===== src/verilog/memory_pkg.sv =====
package memory_pkg;

    localparam int op_width = 3;
    localparam int size_width = 3;
    localparam int data_width = 32;
    localparam int strobe_width = data_width / 8;
    localparam int reg_addr_width = 5;

    // operation held by one issue lane.
    localparam logic [op_width-1:0] op_none = 3'd0;
    localparam logic [op_width-1:0] op_load = 3'd1;
    localparam logic [op_width-1:0] op_store = 3'd2;
    localparam logic [op_width-1:0] op_alu = 3'd3;
    localparam logic [op_width-1:0] op_fence = 3'd4;

    // access size, same encoding as the rv32 load/store funct3 field.
    localparam logic [size_width-1:0] size_byte = 3'b000;
    localparam logic [size_width-1:0] size_half = 3'b001;
    localparam logic [size_width-1:0] size_word = 3'b010;
    localparam logic [size_width-1:0] size_byte_u = 3'b100;
    localparam logic [size_width-1:0] size_half_u = 3'b101;

    // one memory word, whole or as four byte lanes (byte 0 is the low byte).
    typedef union packed {
        logic [data_width-1:0] word;
        logic [strobe_width-1:0][7:0] bytes;
    } word_data_u;

endpackage


===== src/verilog/mem_if.sv =====
`timescale 1ns/10ps

interface mem_if import memory_pkg::*; #(
    parameter int addr_width = 12
) ();

    logic valid;
    logic [addr_width-1:0] addr;
    logic [data_width-1:0] wdata;
    logic [strobe_width-1:0] strb; // all zero for a read.
    word_data_u rdata;
    logic ready; // one cycle pulse, rdata valid with it.

    modport requester (
        output valid,
        output addr,
        output wdata,
        output strb,
        input rdata,
        input ready
    );

    modport responder (
        input valid,
        input addr,
        input wdata,
        input strb,
        output rdata,
        output ready
    );

endinterface


===== src/verilog/load_store_unit.sv =====
`timescale 1ns/10ps

module load_store_unit import memory_pkg::*; (
    input logic [size_width-1:0] size,
    input logic [1:0] offset,
    input logic [data_width-1:0] store_data,
    input logic store,
    output logic [strobe_width-1:0] strb,
    output logic [data_width-1:0] wdata,
    input word_data_u rdata,
    output logic [data_width-1:0] load_data
);

    logic [7:0] load_byte;
    logic [15:0] load_half;

    // store side.
    always_comb begin
        case (size)
            size_byte, size_byte_u: begin
                wdata = {4{store_data[7:0]}};
                strb = strobe_width'(1) << offset;
            end
            size_half, size_half_u: begin
                wdata = {2{store_data[15:0]}};
                strb = offset[1] ? 4'b1100 : 4'b0011; // bit 0 ignored.
            end
            size_word: begin
                wdata = store_data;
                strb = 4'b1111;
            end
            default: begin
                wdata = store_data;
                strb = '0; // unknown size writes nothing.
            end
        endcase
        if (!store) begin
            strb = '0;
        end
    end

    // load side.
    always_comb begin
        load_byte = rdata.bytes[offset];
        if (offset[1]) begin
            load_half = {rdata.bytes[3], rdata.bytes[2]};
        end else begin
            load_half = {rdata.bytes[1], rdata.bytes[0]};
        end

        case (size)
            size_byte: load_data = {{24{load_byte[7]}}, load_byte};
            size_byte_u: load_data = {24'b0, load_byte};
            size_half: load_data = {{16{load_half[15]}}, load_half};
            size_half_u: load_data = {16'b0, load_half};
            default: load_data = rdata.word;
        endcase
    end

endmodule


===== src/verilog/memory_stage.sv =====
`timescale 1ns/10ps

module memory_stage import memory_pkg::*; #(
    parameter int addr_width = 12
) (
    input logic clock,
    input logic reset,
    input logic clear,
    input logic [op_width-1:0] issue_0_op,
    input logic [size_width-1:0] issue_0_size,
    input logic [addr_width-1:0] issue_0_address,
    input logic [data_width-1:0] issue_0_sdata,
    input logic [data_width-1:0] issue_0_result,
    input logic [reg_addr_width-1:0] issue_0_waddr,
    input logic [op_width-1:0] issue_1_op,
    input logic [size_width-1:0] issue_1_size,
    input logic [addr_width-1:0] issue_1_address,
    input logic [data_width-1:0] issue_1_sdata,
    input logic [data_width-1:0] issue_1_result,
    input logic [reg_addr_width-1:0] issue_1_waddr,
    output logic stall,
    output logic write_0_enable,
    output logic [reg_addr_width-1:0] write_0_addr,
    output logic [data_width-1:0] write_0_data,
    output logic write_1_enable,
    output logic [reg_addr_width-1:0] write_1_addr,
    output logic [data_width-1:0] write_1_data,
    mem_if.requester mem0,
    mem_if.requester mem1
);

    // lane registers.
    logic [op_width-1:0] op_r [2];
    logic [size_width-1:0] size_r [2];
    logic [addr_width-1:0] addr_r [2];
    logic [data_width-1:0] sdata_r [2];
    logic [data_width-1:0] result_r [2];
    logic [reg_addr_width-1:0] waddr_r [2];
    logic [1:0] pending_r; // request out on the bus.
    logic [1:0] done_r; // ready seen for this pair.
    logic [1:0] flush_r; // cleared request still in the memory.

    logic [op_width-1:0] in_op [2];
    logic [1:0] mem_ready;
    word_data_u mem_rdata [2];
    logic [strobe_width-1:0] strb [2];
    logic [data_width-1:0] wdata [2];
    logic [data_width-1:0] load_data [2];

    logic [1:0] is_mem;
    logic [1:0] waiting;
    logic [1:0] finished;
    logic retire;
    logic [1:0] write_enable;
    logic [data_width-1:0] write_data [2];

    assign in_op[0] = issue_0_op;
    assign in_op[1] = (issue_0_op == op_fence) ? op_none : issue_1_op; // fence squash.

    assign mem_ready = {mem1.ready, mem0.ready};
    assign mem_rdata[0] = mem0.rdata;
    assign mem_rdata[1] = mem1.rdata;

    for (genvar n = 0; n < 2; n++) begin : lane
        load_store_unit lsu (
            .size(size_r[n]),
            .offset(addr_r[n][1:0]),
            .store_data(sdata_r[n]),
            .store(op_r[n] == op_store),
            .strb(strb[n]),
            .wdata(wdata[n]),
            .rdata(mem_rdata[n]),
            .load_data(load_data[n])
        );
    end

    assign mem0.valid = pending_r[0];
    assign mem0.addr = addr_r[0];
    assign mem0.wdata = wdata[0];
    assign mem0.strb = strb[0];

    assign mem1.valid = pending_r[1];
    assign mem1.addr = addr_r[1];
    assign mem1.wdata = wdata[1];
    assign mem1.strb = strb[1];

    always_comb begin
        for (int n = 0; n < 2; n++) begin
            is_mem[n] = (op_r[n] == op_load) || (op_r[n] == op_store);
            waiting[n] = is_mem[n] & ~done_r[n];
            finished[n] = ~is_mem[n] | done_r[n] | mem_ready[n];
        end

        // stall covers the ready cycle itself.
        stall = (|waiting) | (|flush_r);

        // pairs without memory work retire right away.
        retire = (&finished) & (~(|is_mem) | (|(waiting & mem_ready)));

        for (int n = 0; n < 2; n++) begin
            write_enable[n] = retire & ~clear & (waddr_r[n] != '0)
                & ((op_r[n] == op_load) || (op_r[n] == op_alu));
            write_data[n] = (op_r[n] == op_load) ? load_data[n] : result_r[n];
        end
    end

    assign write_0_enable = write_enable[0];
    assign write_0_addr = waddr_r[0];
    assign write_0_data = write_data[0];
    assign write_1_enable = write_enable[1];
    assign write_1_addr = waddr_r[1];
    assign write_1_data = write_data[1];

    always_ff @(posedge clock) begin
        if (reset == 0) begin
            op_r[0] <= op_none;
            op_r[1] <= op_none;
            pending_r <= '0;
            done_r <= '0;
            flush_r <= '0;
        end else if (clear) begin
            op_r[0] <= op_none;
            op_r[1] <= op_none;
            pending_r <= '0;
            done_r <= '0;
            flush_r <= (flush_r | pending_r) & ~mem_ready; // let it drain.
        end else begin
            flush_r <= flush_r & ~mem_ready;
            if (!stall) begin
                for (int n = 0; n < 2; n++) begin
                    op_r[n] <= in_op[n];
                    pending_r[n] <= (in_op[n] == op_load) || (in_op[n] == op_store);
                end
                done_r <= '0;
            end else begin
                pending_r <= pending_r & ~mem_ready;
                done_r <= done_r | (pending_r & mem_ready);
            end
        end
    end

    always_ff @(posedge clock) begin
        if (!stall) begin
            size_r[0] <= issue_0_size;
            addr_r[0] <= issue_0_address;
            sdata_r[0] <= issue_0_sdata;
            result_r[0] <= issue_0_result;
            waddr_r[0] <= issue_0_waddr;
            size_r[1] <= issue_1_size;
            addr_r[1] <= issue_1_address;
            sdata_r[1] <= issue_1_sdata;
            result_r[1] <= issue_1_result;
            waddr_r[1] <= issue_1_waddr;
        end
    end

endmodule


===== src/flat_wrapper.sv =====
// flat-port wrapper written by rule: the top's interface ports become plain ports
module memory_stage_flat import memory_pkg::*;
#(
    parameter int addr_width = 12
)
  (clock, reset, clear, issue_0_op, issue_0_size, issue_0_address, issue_0_sdata, issue_0_result, issue_0_waddr, issue_1_op, issue_1_size, issue_1_address, issue_1_sdata, issue_1_result, issue_1_waddr, stall, write_0_enable, write_0_addr, write_0_data, write_1_enable, write_1_addr, write_1_data, mem0_valid, mem0_addr, mem0_wdata, mem0_strb, mem0_rdata, mem0_ready, mem1_valid, mem1_addr, mem1_wdata, mem1_strb, mem1_rdata, mem1_ready);
  mem_if #(.addr_width(addr_width)) mem0_i ();
  mem_if #(.addr_width(addr_width)) mem1_i ();
  input logic clock;
  input logic reset;
  input logic clear;
  input logic [op_width-1:0] issue_0_op;
  input logic [size_width-1:0] issue_0_size;
  input logic [addr_width-1:0] issue_0_address;
  input logic [data_width-1:0] issue_0_sdata;
  input logic [data_width-1:0] issue_0_result;
  input logic [reg_addr_width-1:0] issue_0_waddr;
  input logic [op_width-1:0] issue_1_op;
  input logic [size_width-1:0] issue_1_size;
  input logic [addr_width-1:0] issue_1_address;
  input logic [data_width-1:0] issue_1_sdata;
  input logic [data_width-1:0] issue_1_result;
  input logic [reg_addr_width-1:0] issue_1_waddr;
  output logic stall;
  output logic write_0_enable;
  output logic [reg_addr_width-1:0] write_0_addr;
  output logic [data_width-1:0] write_0_data;
  output logic write_1_enable;
  output logic [reg_addr_width-1:0] write_1_addr;
  output logic [data_width-1:0] write_1_data;
  output wire logic [$bits(mem0_i.valid)-1:0] mem0_valid;
  output wire logic [$bits(mem0_i.addr)-1:0] mem0_addr;
  output wire logic [$bits(mem0_i.wdata)-1:0] mem0_wdata;
  output wire logic [$bits(mem0_i.strb)-1:0] mem0_strb;
  input wire logic [$bits(mem0_i.rdata)-1:0] mem0_rdata;
  input wire logic [$bits(mem0_i.ready)-1:0] mem0_ready;
  output wire logic [$bits(mem1_i.valid)-1:0] mem1_valid;
  output wire logic [$bits(mem1_i.addr)-1:0] mem1_addr;
  output wire logic [$bits(mem1_i.wdata)-1:0] mem1_wdata;
  output wire logic [$bits(mem1_i.strb)-1:0] mem1_strb;
  input wire logic [$bits(mem1_i.rdata)-1:0] mem1_rdata;
  input wire logic [$bits(mem1_i.ready)-1:0] mem1_ready;
  assign mem0_valid = mem0_i.valid;
  assign mem0_addr = mem0_i.addr;
  assign mem0_wdata = mem0_i.wdata;
  assign mem0_strb = mem0_i.strb;
  assign mem0_i.rdata = mem0_rdata;
  assign mem0_i.ready = mem0_ready;
  assign mem1_valid = mem1_i.valid;
  assign mem1_addr = mem1_i.addr;
  assign mem1_wdata = mem1_i.wdata;
  assign mem1_strb = mem1_i.strb;
  assign mem1_i.rdata = mem1_rdata;
  assign mem1_i.ready = mem1_ready;
  memory_stage #(.addr_width(addr_width)) u_core (.clock(clock), .reset(reset), .clear(clear), .issue_0_op(issue_0_op), .issue_0_size(issue_0_size), .issue_0_address(issue_0_address), .issue_0_sdata(issue_0_sdata), .issue_0_result(issue_0_result), .issue_0_waddr(issue_0_waddr), .issue_1_op(issue_1_op), .issue_1_size(issue_1_size), .issue_1_address(issue_1_address), .issue_1_sdata(issue_1_sdata), .issue_1_result(issue_1_result), .issue_1_waddr(issue_1_waddr), .stall(stall), .write_0_enable(write_0_enable), .write_0_addr(write_0_addr), .write_0_data(write_0_data), .write_1_enable(write_1_enable), .write_1_addr(write_1_addr), .write_1_data(write_1_data), .mem0(mem0_i), .mem1(mem1_i));
endmodule

===== config.mk =====
export PLATFORM = sky130hd
export DESIGN_NAME = memory_stage_flat
export DESIGN_NICKNAME = d
export VERILOG_FILES = /design/src/verilog/memory_pkg.sv /design/src/verilog/mem_if.sv /design/src/verilog/load_store_unit.sv /design/src/verilog/memory_stage.sv /design/src/flat_wrapper.sv
export SDC_FILE = /design/constraint.sdc
export NUM_CORES = 1
export LEC_CHECK = 0
export BUFFER_PORTS_ARGS = -buffer_cell sky130_fd_sc_hd__buf_2
export CORE_AREA = 2 2 161 163
export DETAILED_ROUTE_END_ITERATION = 8
export DIE_AREA = 0 0 163 165
export PLACE_DENSITY = 0.64
export RECOVER_POWER = 50
export SKIP_CTS_REPAIR_TIMING = 1
export SLEW_MARGIN = 20
export SYNTH_ARGS = -nofsm -noshare
export SYNTH_HDL_FRONTEND = slang
export SYNTH_SLANG_ARGS = --single-unit

===== constraint.sdc =====
create_clock -name clock -period 12.4 [get_ports clock]
set_input_delay 1.24 -clock clock [delete_from_list [all_inputs] [get_ports clock]]
set_output_delay 1.24 -clock clock [all_outputs]
set_load 0.02 [all_outputs]

# --- After elaboration in Yosys (flattened, before gate mapping) ---
# Memory sizes are Yosys's and may differ from the RTL's.
# Index checks and enable logic that the tools add are counted.
# Widths: inputs -> output; s select.
classes:
  order_cmp: 2
  n_eq_ne: 19
  shift: 2
  n_mux: 33
  bitwise: 34
  n_reduce_logical: 21
ops:
  columns: ["cell", "count"]
  rows:
  - ["$pmux 32 s4", 2]
  - ["$pmux 32 s2", 2]
  - ["$mux 32", 2]
  - ["$bmux 8 s2", 2]
  - ["$mux 16", 2]
  - ["$eq 3x2->1 const B", 8]
  - ["$pmux 4 s3", 2]
  - ["$eq 3x1->1 const B", 6]
  - ["$reduce_or 2->1", 9]
  - ["$mux 4", 4]
  - ["$mux 8", 2]
  - ["$eq 3x3->1 const B", 5]
  - ["$mux 3", 5]
  - ["$and 2x2->2", 5]
  - ["$or 1x1->1", 10]
  - ["$reduce_bool 5->1", 2]
  - ["$and 1x1->1", 8]
  - ["$mux 1", 8]
  - ["$not 1->1", 8]
  - ["$shl 1x2->4 const A", 2]
  - ["$logic_not 3->1", 2]
  - ["$logic_or 1x1->1", 6]
  - ["$lt 2x3->1 const B", 2]
  - ["$mux 2", 2]
  - ["other kinds (4)", 5]
totals:
  register_bits: 6
  mem_bits_rw: 174
  inputBits: 243
  out_inout_bits: 175
  word_cells: 120
  n_memories: 6
mem_list:
  columns: ["name", "words", "width", "rd", "rd_ports_with_merged_regs", "write_ports", "line", "source"]
  rows:
  - ["u_core.result_r", 2, 32, 2, 0, 2, "memory_stage.sv:37", "logic [data_width-1:0] result_r [2];"]
  - ["u_core.sdata_r", 2, 32, 2, 0, 2, "memory_stage.sv:36", "logic [data_width-1:0] sdata_r [2];"]
  - ["u_core.addr_r", 2, 12, 2, 0, 2, "memory_stage.sv:35", "logic [addr_width-1:0] addr_r [2];"]
  - ["u_core.waddr_r", 2, 5, 2, 0, 2, "memory_stage.sv:38", "logic [reg_addr_width-1:0] waddr_r [2];"]
  - ["u_core.op_r", 2, 3, 2, 0, 2, "memory_stage.sv:33", "logic [op_width-1:0] op_r [2];"]
  - ["u_core.size_r", 2, 3, 2, 0, 2, "memory_stage.sv:34", "logic [size_width-1:0] size_r [2];"]

# --- Longest topological paths before layout ---
# Gate-level depths: netlist of the first run.
depth:
  ltp_word: 10
  mapped_depth: 7
  depth_no_buf: 4

# --- Cells and area by module ---
# A second synthesis of the first run with hierarchy kept.
hier_totals:
  hier_cells: 678
  area_unflattened_um2: 8784.7
by_module_without_submodules:
  columns: ["module", "n_inst", "cells_each", "area_each_um2", "seq_area_each_um2"]
  rows:
  - ["memory_stage", 1, 304, 6480.0, 5345.1]
  - ["load_store_unit", 2, 187, 1152.4, 0.0]

# --- Least setup slack after synthesis of the first run ---
# Ideal clock, no wire load.
synth_path:
  path_type: "reg2out"
  start: "memory u_core.op_r[0][1]"
  end: "output port stall"
  t_arrival_ps: 9150
  required_time_ps: 11160
  path_slack_ps: 2010
  path_stages_with_launch: 5
  path_buffers: 0
  cell_sequence: "edfxtp_1 xnor2_1 o31ai_1 nor2_1 inv_1"
synth_rtl:
  columns: ["element", "line", "source"]
  rows:
  - ["from (decl)", "memory_stage.sv:33", null]
  - ["to (decl)", "flat_wrapper.sv:24", "output logic stall;"]

==> results of run 1 <==
## through the flow
stage / std cells / hold slack, ns / area, um^2 / setup slack [ns] / total power [W]
after global placement: 1392 / 0.4946 / 10890 / 8.129 / 0.002921
after floorplan: 695 / 0.4745 / 8633 / 2.010 / 0.002816
final: 1430 / 0.5197 / 11450 / 7.510 / 0.003457
after CTS: 1424 / 0.5214 / 11510 / 7.913 / 0.003492
after detailed placement: 1392 / 0.5081 / 10890 / 8.086 / 0.002930
after global routing: 1430 / 0.5402 / 11450 / 6.996 / 0.003651
## layer usage
| metal | wire length (um) | vias up | track usage (%) |
|---|---|---|---|
| li1 | - | 3445 | - |
| met1 | 10650 | 3463 | 23.60 |
| met2 | 13960 | 386 | 33.28 |
| met3 | 2193 | 56 | 4.445 |
| met4 | 856 | 0 | 8.085 |
| met5 | 0 | - | 0 |
## placed cells by master (no fill, tap or decap), types with 4 or more instances in the layout
cell type,count
a21oi_1,89
a22o_1,14
a22oi_1,14
and3_1,19
buf_2,363
buf_4,10
clkbuf_1,54
clkbuf_16,17
clkinv_8,5
dfxtp_1,6
diode_2,6
edfxtp_1,174
inv_1,4
mux2_2,34
mux2i_1,30
nand2_1,25
nand2b_1,5
nor2_1,54
nor2b_1,4
nor3_1,5
o211ai_1,33
o21ai_0,63
o21ai_2,10
xnor2_1,4
## layout make-up
cell class / instances / area [um^2]
inverter: 6 / 22.52
multi-input combinational: 449 / 2944
clock buffer: 17 / 425.4
timing repair buffer: 427 / 2095
tap: 330 / 412.9
sequential: 180 / 5345
fill: 2442 / 13590
antenna: 6 / 15.01
clock inverter: 15 / 190.2
## cells by family (layout without fill, tap and decap cells)
logic type / Yosys count / after routing / synth area share (%)
DFF: 180 / 180 / 61.91
xor gates and xnor gates: 5 / 5 / 0.5072
buffers and inverters: 66 / 465 / 4.072
other: 0 / 6 / 0
muxes: 67 / 67 / 8.565
AOI/OAI and AO/OA: 238 / 238 / 16.74
and+or+nand+nor: 139 / 139 / 8.203
## power by group through the flow
stage | Combinational [W] | Sequential [W] | Clock (W)
finish | 0.00169 | 0.00121 | 0.000557
global route | 0.00181 | 0.00125 | 0.000592
CTS | 0.00172 | 0.00121 | 0.000569
detailed placement | 0.00171 | 0.00122 | 0
global placement | 0.00171 | 0.00121 | 0
floorplan | 0.00136 | 0.00145 | 0
## flip-flops by register name, summed over array words and instances, names as in the netlist
| name | cells |
|---|---|
| u_core.size_r | 6 |
| u_core.sdata_r | 64 |
| u_core.op_r | 6 |
| u_core.result_r | 64 |
| u_core.pending_r | 2 |
| u_core.addr_r | 24 |
| u_core.flush_r | 2 |
| u_core.done_r | 2 |
| u_core.waddr_r | 10 |
## how the worst max path moves through the flow
stage | endpoint | startpoint | cells after the start
finish | stall | u_core.op_r[0][1] | 5
detailed placement | write_1_data[20] | mem1_rdata[31] | 5
CTS | write_1_data[20] | u_core.size_r[0][4] | 6
global placement | write_1_data[20] | mem1_rdata[31] | 5
floorplan | stall | u_core.op_r[0][1] | 4
global route | stall | u_core.op_r[0][1] | 5
## worst max-delay path, cell delays in order (launching register included)
cell and delay, ns:
edfxtp_1 0.47, xnor2_1 0.31, o31ai_1 0.14, nor2_1 1.97, inv_1 0.07, buf_2 0.25
==> impl_metrics.toml, run 1 <==
[power]
p_sw_w = 0.001583
ir_drop_v = 0.0002377
power.internal_w = 0.001875
seqPwrFrac_pct = 35.1
power_switching_share_pct = 45.78
powerDensity_mw_per_mm2 = 302.0
p_comb_share_pct = 48.8
clock_power_share_pct = 16.1
power_leakage_nw = 4.726

[synthesis]
synthFlopType = "edfxtp_1"
ys_types = 51
ys_async_sr_fraction_pct = 0
syn-num-nets = 938
netlist_area_mm2 = 0.008633
avgSynthCellArea_um2 = 12.42
synth.area.top_cells = "edfxtp_1, a21oi_1, mux2_2, o21ai_0, mux2i_1"
synthTopCellsByCount = "edfxtp_1, a21oi_1, o21ai_0, nor2_1, mux2_2"
yosysWarnings = 0
synth-edff-count = 174
ys_seq_area_share_pct = 61.91
synthCells = 695
synth_seq_cells = 180
netlist.area_leader.share_pct = 60.52
synth_area_leader_cell = "edfxtp_1"
synth_most_common_cell = "edfxtp_1"

[die]
die-height_um = 165
die_w_um = 163
die-area_mm2 = 0.02690
coreArea_mm2 = 0.02504
num_io_pins = 418
core.rowCount = 58
start_util_pct = 34.48

[detailed_routing]
drcViolationCount = 0
route.vias.total = 7350
ant_nets = 0
routedWlPerCell_um = 19.34
wirelength_um = 27650
drtIter0Drc = 617
vias_per_cell = 5.140
drtPass1Iterations = 7

[timing]
drv_slew = 37
min_period_over_period_pct = 39.44
finalCriticalPeriod_ns = 4.890
setup_viol = 0
timing_worst_slew_pin_value_ns = 2.686
fmax_mhz = 204.5
skew_ns = 0.01063
slew_headroom_pct = -79.71
rsz0062_at_grt = "false"
fin_setup_tns_ns = 0
final-hold-violation-count = 0

[grt]
grt_pass1_wl_um = 39770
grt_max_degree = 80
grt_use_total_pct = 19.41
grt_pass1_vias = 7089
grt.overflow.total = 0
grt_antenna_before_repair = 7

[worst_hold_path]
hold_depth = 2
holdCritPathClass = "flop to flop"
hp-start = "u_core.pending_r[1]"
min_to = "u_core.pending_r[1]"

[finish]
post_route_cells_drive_above_1_share_pct = 41.86
fin_nets = 1324
area_growth_pct = 32.62
utilization_pct = 45.73

[setup_path]
worst_r2r_endpoint = "u_core.result_r[0][11]"
cp_max_fo = 36
startpoint_type = "flop"
r2r_start = "u_core.op_r[0][1]"
r2r_cells = 4
ff2ff_setup_slack_ns = 8.01
crit_type = "flop to output pin"
cp.required_ns = 11.16
critPathArrivalTime_ns = 3.65
worst_setup_path_end_kind = "output pin"

[status]
violations = "capacitance limit, slew limit"
outcome = "complete, but fails checks"

[clock_tree]
cts_tree = "built"
htree_levels = 4
cts_sinks = 180
path_clk_slew_ns = 0.07
cts-buffers-inserted = 17
root_buffer = "clkbuf_16"
clk_latency_ns = 0.42
clk_path_buf_depth = 2

[place]
hpwl_um = 20970
gp_congestion = 0.9269
port_buffers = 417

[run]
drv_cap = 1
Power figures use the tool's default switching activity.
==> run 2: changes to the inputs <==
==> constraint.sdc (replaced) <==
create_clock -name clock -period 4.7 [get_ports clock]
set_input_delay 0.47 -clock clock [delete_from_list [all_inputs] [get_ports clock]]
set_output_delay 0.47 -clock clock [all_outputs]
set_load 0.02 [all_outputs]
==> run 2 against run 1 <==
  * The run now ends clean
  * Sequential power increased to 2.7 times the previous value
  * Clock skew increased by 0.0030 ns
  * Via count fell by 1.4%
  * Non-clock buffer count unchanged
  * Clock power grew to 2.6 times the previous value
  * Sequential share of layout area about the same
  * Core utilization hardly changed
  * Largest cell class unchanged
  * Hold slack worse by 0.31 ns
  * Critical path type unchanged
  * Highest routed layer unchanged
==> impl_metrics.toml, run 2 (synthesis gave the netlist of run 1 again) <==
[detailed_routing]
wirelength_um = 27460
route.vias.total = 7246
drtIter0Drc = 648
routedWlPerCell_um = 19.23
drcViolationCount = 0
ant_nets = 0
vias_per_cell = 5.074
drtPass1Iterations = 5

[timing]
final-hold-violation-count = 0
fin_setup_tns_ns = 0
slew_headroom_pct = 22.44
skew_ns = 0.01364
drv_slew = 0
rsz0062_at_grt = "false"
finalCriticalPeriod_ns = 3.722
setup_viol = 0
timing_worst_slew_pin_value_ns = 1.151
min_period_over_period_pct = 79.20
fmax_mhz = 268.7
holdWs_ns = 0.2129

[die]
start_util_pct = 34.48
core.rowCount = 58
die-height_um = 165
die_w_um = 163
num_io_pins = 418
coreArea_mm2 = 0.02504
die-area_mm2 = 0.02690

[setup_path]
r2r_start = "u_core.op_r[0][1]"
critPathArrivalTime_ns = 3.25
ff2ff_setup_slack_ns = 2.12
crit_type = "flop to output pin"
crit_start = "u_core.size_r[0][4]"
cp.required_ns = 4.23
worst_r2r_endpoint = "u_core.addr_r[0][19]"
cp_cell_sequence = "inv_1 -> and3_4 -> a211oi_4 -> o21ai_0 -> buf_2"
startpoint_type = "flop"
worst_setup_path_end_kind = "output pin"
slowest_delay_ns = 0.95
cp_max_fo = 27
r2r_cells = 4
cp_slowest_cell = "edfxtp_1"
endpoint = "write_1_data[20]"

[grt]
met3_usage_pct = 5.023
grt_max_degree = 71
grt_use_total_pct = 19.44
grt_pass1_vias = 6958
use_met1_pct = 24.30
grt.overflow.total = 0
grt.busiest_layer = "met2"
grt_antenna_before_repair = 6
gr-usage-met2_pct = 32.45
grt_pass1_wl_um = 39680

[place]
port_buffers = 417
hpwl_um = 20830
gp_congestion = 0.9224
placed_cells = 1392

[finish]
final_common_cell = "buf_2"
area_growth_pct = 32.51
fin_nets = 1324
mostFrequentLayoutCells = "buf_2, edfxtp_1, a21oi_1"
reg_top3 = "u_core.result_r (64), u_core.sdata_r (64), u_core.addr_r (24)"
post_route_cells_drive_above_1_share_pct = 41.22
final_cells = 1428

[power]
power_leakage_nw = 4.702
total_power_w = 0.009114
powerDensity_mw_per_mm2 = 796.7
ir_drop_v = 0.0005666

[clock_tree]
cts_tree = "built"
clk_latency_ns = 0.42
cts_sinks = 180
path_clk_slew_ns = 0.09
cts-buffers-inserted = 17
root_buffer = "clkbuf_16"
htree_levels = 4
clk_path_buf_depth = 2

[run]
drv_cap = 0

[worst_hold_path]
holdCritPathClass = "input pin to flop"

[status]
outcome = "completed"
run 2: changes by cell type in the layout (fill, tap and decap cells not counted), sizes merged:
cell | before | now
clkbuf | 71 | 81
buf | 373 | 364
clkinv | 11 | 7
inv | 9 | 12
diode | 6 | 4
bufinv | 1 | 0
clkinvlp | 0 | 1
run 2: worst min path at each step:
stage	startpoint	end	slack, ns	depth (start not counted)
after floorplan	u_core.done_r[1]	u_core.done_r[1]	0.47	2
after global placement	u_core.flush_r[0]	u_core.flush_r[0]	0.50	2
after detailed placement	u_core.flush_r[0]	u_core.flush_r[0]	0.51	2
after CTS	issue_1_sdata[7]	u_core.sdata_r[0][39]	0.19	1
after global routing	issue_1_sdata[7]	u_core.sdata_r[0][39]	0.18	1
final	issue_1_sdata[7]	u_core.sdata_r[0][39]	0.21	1
run 2: layout make-up:
type | count | area, um^2
clock buffer | 18 | 439.2
antenna | 4 | 10.01
inverter | 6 | 22.52
multi-input combinational | 449 | 2952
tap | 330 | 412.9
clock inverter | 14 | 157.7
fill | 2437 | 13600
sequential | 180 | 5345
timing repair buffer | 427 | 2101
run 2: routing by layer:
layer	vias to the layer above	routed length, um
met5	-	0
met4	0	724
met3	40	2252
met2	372	13440
met1	3402	11050
li1	3432	-
run 2: per-stage QoR:
step / cell area, um^2 / util, % / setup WS (ns)
2_1_floorplan: 8641 / - / 0.3816
3_3_place_gp: 10920 / 43.61 / 1.559
3_5_place_dp: 10920 / 43.61 / 1.482
4_1_cts: 11520 / 46.00 / 1.009
5_1_grt: 11440 / 45.69 / 0.7748
6_report: 11440 / 45.69 / 0.9778
run 2: where the power goes:
| part | internal (W) | switching [W] | leakage [nW] | total, W |
|---|---|---|---|---|
| Sequential | 0.00279 | 0.000465 | 1.79 | 0.00325 |
| Combinational | 0.00139 | 0.00301 | 2.62 | 0.00440 |
| Clock | 0.000733 | 0.000726 | 0.291 | 0.00146 |
run 2: worst max-delay path, delay by kind of cell, from the launching register on:
kind | cells | cell delay [ns]
flops | 1 | 0.95
compound gates | 2 | 1.04
buf+inv | 2 | 0.57
simple gates | 1 | 0.27
==> run 3: changes to the inputs <==
--- a/config.mk
+++ b/config.mk
@@ -9,7 +9,7 @@
 export CORE_AREA = 2 2 161 163
 export DETAILED_ROUTE_END_ITERATION = 8
 export DIE_AREA = 0 0 163 165
-export PLACE_DENSITY = 0.64
+export PLACE_DENSITY = 0.66
 export RECOVER_POWER = 50
 export SKIP_CTS_REPAIR_TIMING = 1
 export SLEW_MARGIN = 20
==> constraint.sdc (replaced) <==
create_clock -name clock -period 3.07 [get_ports clock]
set_input_delay 0.307 -clock clock [delete_from_list [all_inputs] [get_ports clock]]
set_output_delay 0.307 -clock clock [all_outputs]
set_load 0.02 [all_outputs]
==> run 3 against run 2 <==
  * Via count increased by 0.43%
  * Highest routed layer is now met5
  * Critical path depth stayed put
  * Clock skew grew 0.0026 ns
  * Largest power group unchanged
  * Core utilization up 0.32 points
  * Sequential power up 50%
==> impl_metrics.toml, run 3 (synthesis gave the netlist of run 1 again) <==
[status]
outcome = "completed"

[setup_path]
critPathArrivalTime_ns = 2.55
crit_type = "flop to output pin"
path_buf_inv = 2
worst_setup_path_end_kind = "output pin"
cp_cell_sequence = "xnor2_1 -> o31ai_2 -> nor2_2 -> inv_1 -> buf_2"
critPathTopFamily = "simple AND/OR/NAND/NOR gates"
cp_max_fo = 21
cp_slowest_cell = "nor2_2"
cp.required_ns = 2.76
startpoint_type = "flop"
slowest_delay_ns = 0.93

[detailed_routing]
drtPass1Iterations = 6
ant_nets = 0
vias_per_cell = 5.061
wirelength_um = 27810
drtIter0Drc = 778
route.vias.total = 7277
routedWlPerCell_um = 19.34
drcViolationCount = 0

[finish]
post_route_cells_drive_above_1_share_pct = 42.10
reg_top3 = "u_core.result_r (64), u_core.sdata_r (64), u_core.addr_r (24)"
nFillCells = 2431
mostFrequentLayoutCells = "buf_2, edfxtp_1, a21oi_1"
final_common_cell = "buf_2"
fin_nets = 1338
area_growth_pct = 33.43

[timing]
fmax_mhz = 350.2
fin_ws_ns = 0.2143
fin_setup_tns_ns = 0
slew_headroom_pct = 16.51
skew_ns = 0.01620
setup_viol = 0
timing_worst_slew_pin_value_ns = 1.239
finalCriticalPeriod_ns = 2.856
final-hold-violation-count = 0
rsz0062_at_grt = "false"
min_period_over_period_pct = 93.02
drv_slew = 0

[power]
power_leakage_nw = 4.754
ir_drop_v = 0.0006038
power.internal_w = 0.007589
power_switching_share_pct = 45.61
powerDensity_mw_per_mm2 = 1211
seqPwrFrac_pct = 34.9
clock_power_share_pct = 15.2
p_comb_share_pct = 49.9
total_power_w = 0.01395
p_sw_w = 0.006363

[die]
die-area_mm2 = 0.02690
die_w_um = 163
coreArea_mm2 = 0.02504
num_io_pins = 418
core.rowCount = 58
die-height_um = 165
start_util_pct = 34.48

[grt]
grt_pass1_wl_um = 40650
grt_pass1_vias = 7189
grt_max_degree = 67
grt_use_total_pct = 19.93
grt.overflow.total = 0
grt_antenna_before_repair = 1

[clock_tree]
root_buffer = "clkbuf_16"
path_clk_slew_ns = 0.08
cts_sinks = 180
clk_latency_ns = 0.43
clk_path_buf_depth = 2
cts_tree = "built"
cts-buffers-inserted = 17
htree_levels = 4

[run]
drv_cap = 0

[place]
hpwl_um = 21330
gp_congestion = 0.9258
port_buffers = 417
preCtsSetupSlack_ns = 0.6857

[worst_hold_path]
holdCritPathClass = "input pin to flop"
-- run 3: changes by cell type in the layout (fill, tap and decap cells not counted), sizes merged --
| cell | before | now |
|---|---|---|
| clkinvlp | 1 | 4 |
| diode | 4 | 1 |
| inv | 12 | 10 |
| clkinv | 7 | 6 |
| clkbuf | 81 | 80 |
| buf | 364 | 378 |
-- run 3: path summary, 6_finish.rpt --
check	start	to	slack [ns]	cells past startpoint
setup / recovery	u_core.op_r[0][1]	stall	0.21	5
hold / removal	issue_1_result[19]	u_core.result_r[0][51]	0.05	1
setup reg to reg	u_core.op_r[0][1]	u_core.result_r[0][4]	0.43	4
hold reg to reg	u_core.flush_r[1]	u_core.flush_r[1]	0.52	2
-- run 3: per-layer routing --
| layer | GRT usage, % | routed length (um) |
|---|---|---|
| met1 | 22.07 | 10130 |
| met2 | 36.71 | 14790 |
| met5 | 0 | 11 |
| met3 | 5.726 | 2317 |
| met4 | 6.516 | 557 |
-- run 3: cell type report --
type	count	area, um^2	share of cell area, %
Tap cell	330	412.9	3.584
Clock buffer	17	425.4	3.693
Multi-Input combinational cell	449	2952	25.62
Clock inverter	14	140.1	1.216
Inverter	6	22.52	0.1955
Sequential cell	180	5345	46.40
Timing Repair Buffer	441	2220	19.27
Antenna cell	1	2.502	0.02172
-- run 3: power groups by stage --
stage	Clock [W]	Sequential, W	Combinational, W
2_1_floorplan	0	0.00501	0.00483
3_3_place_gp	0	0.00486	0.00709
3_5_place_dp	0	0.00491	0.00711
4_1_cts	0.00218	0.00486	0.00713
5_1_grt	0.00227	0.00501	0.00751
6_report	0.00212	0.00487	0.00696
-- run 3: per-stage QoR --
stage,instance area [um^2],utilization [%],cells,hold slack (ns)
after floorplan,8653,-,695,0.3831
after global placement,11050,44.13,1406,0.4833
after detailed placement,11050,44.13,1406,0.4851
after CTS,11610,46.39,1437,0.02465
after global routing,11520,46.00,1437,0.02528
final,11520,46.01,1438,0.04843
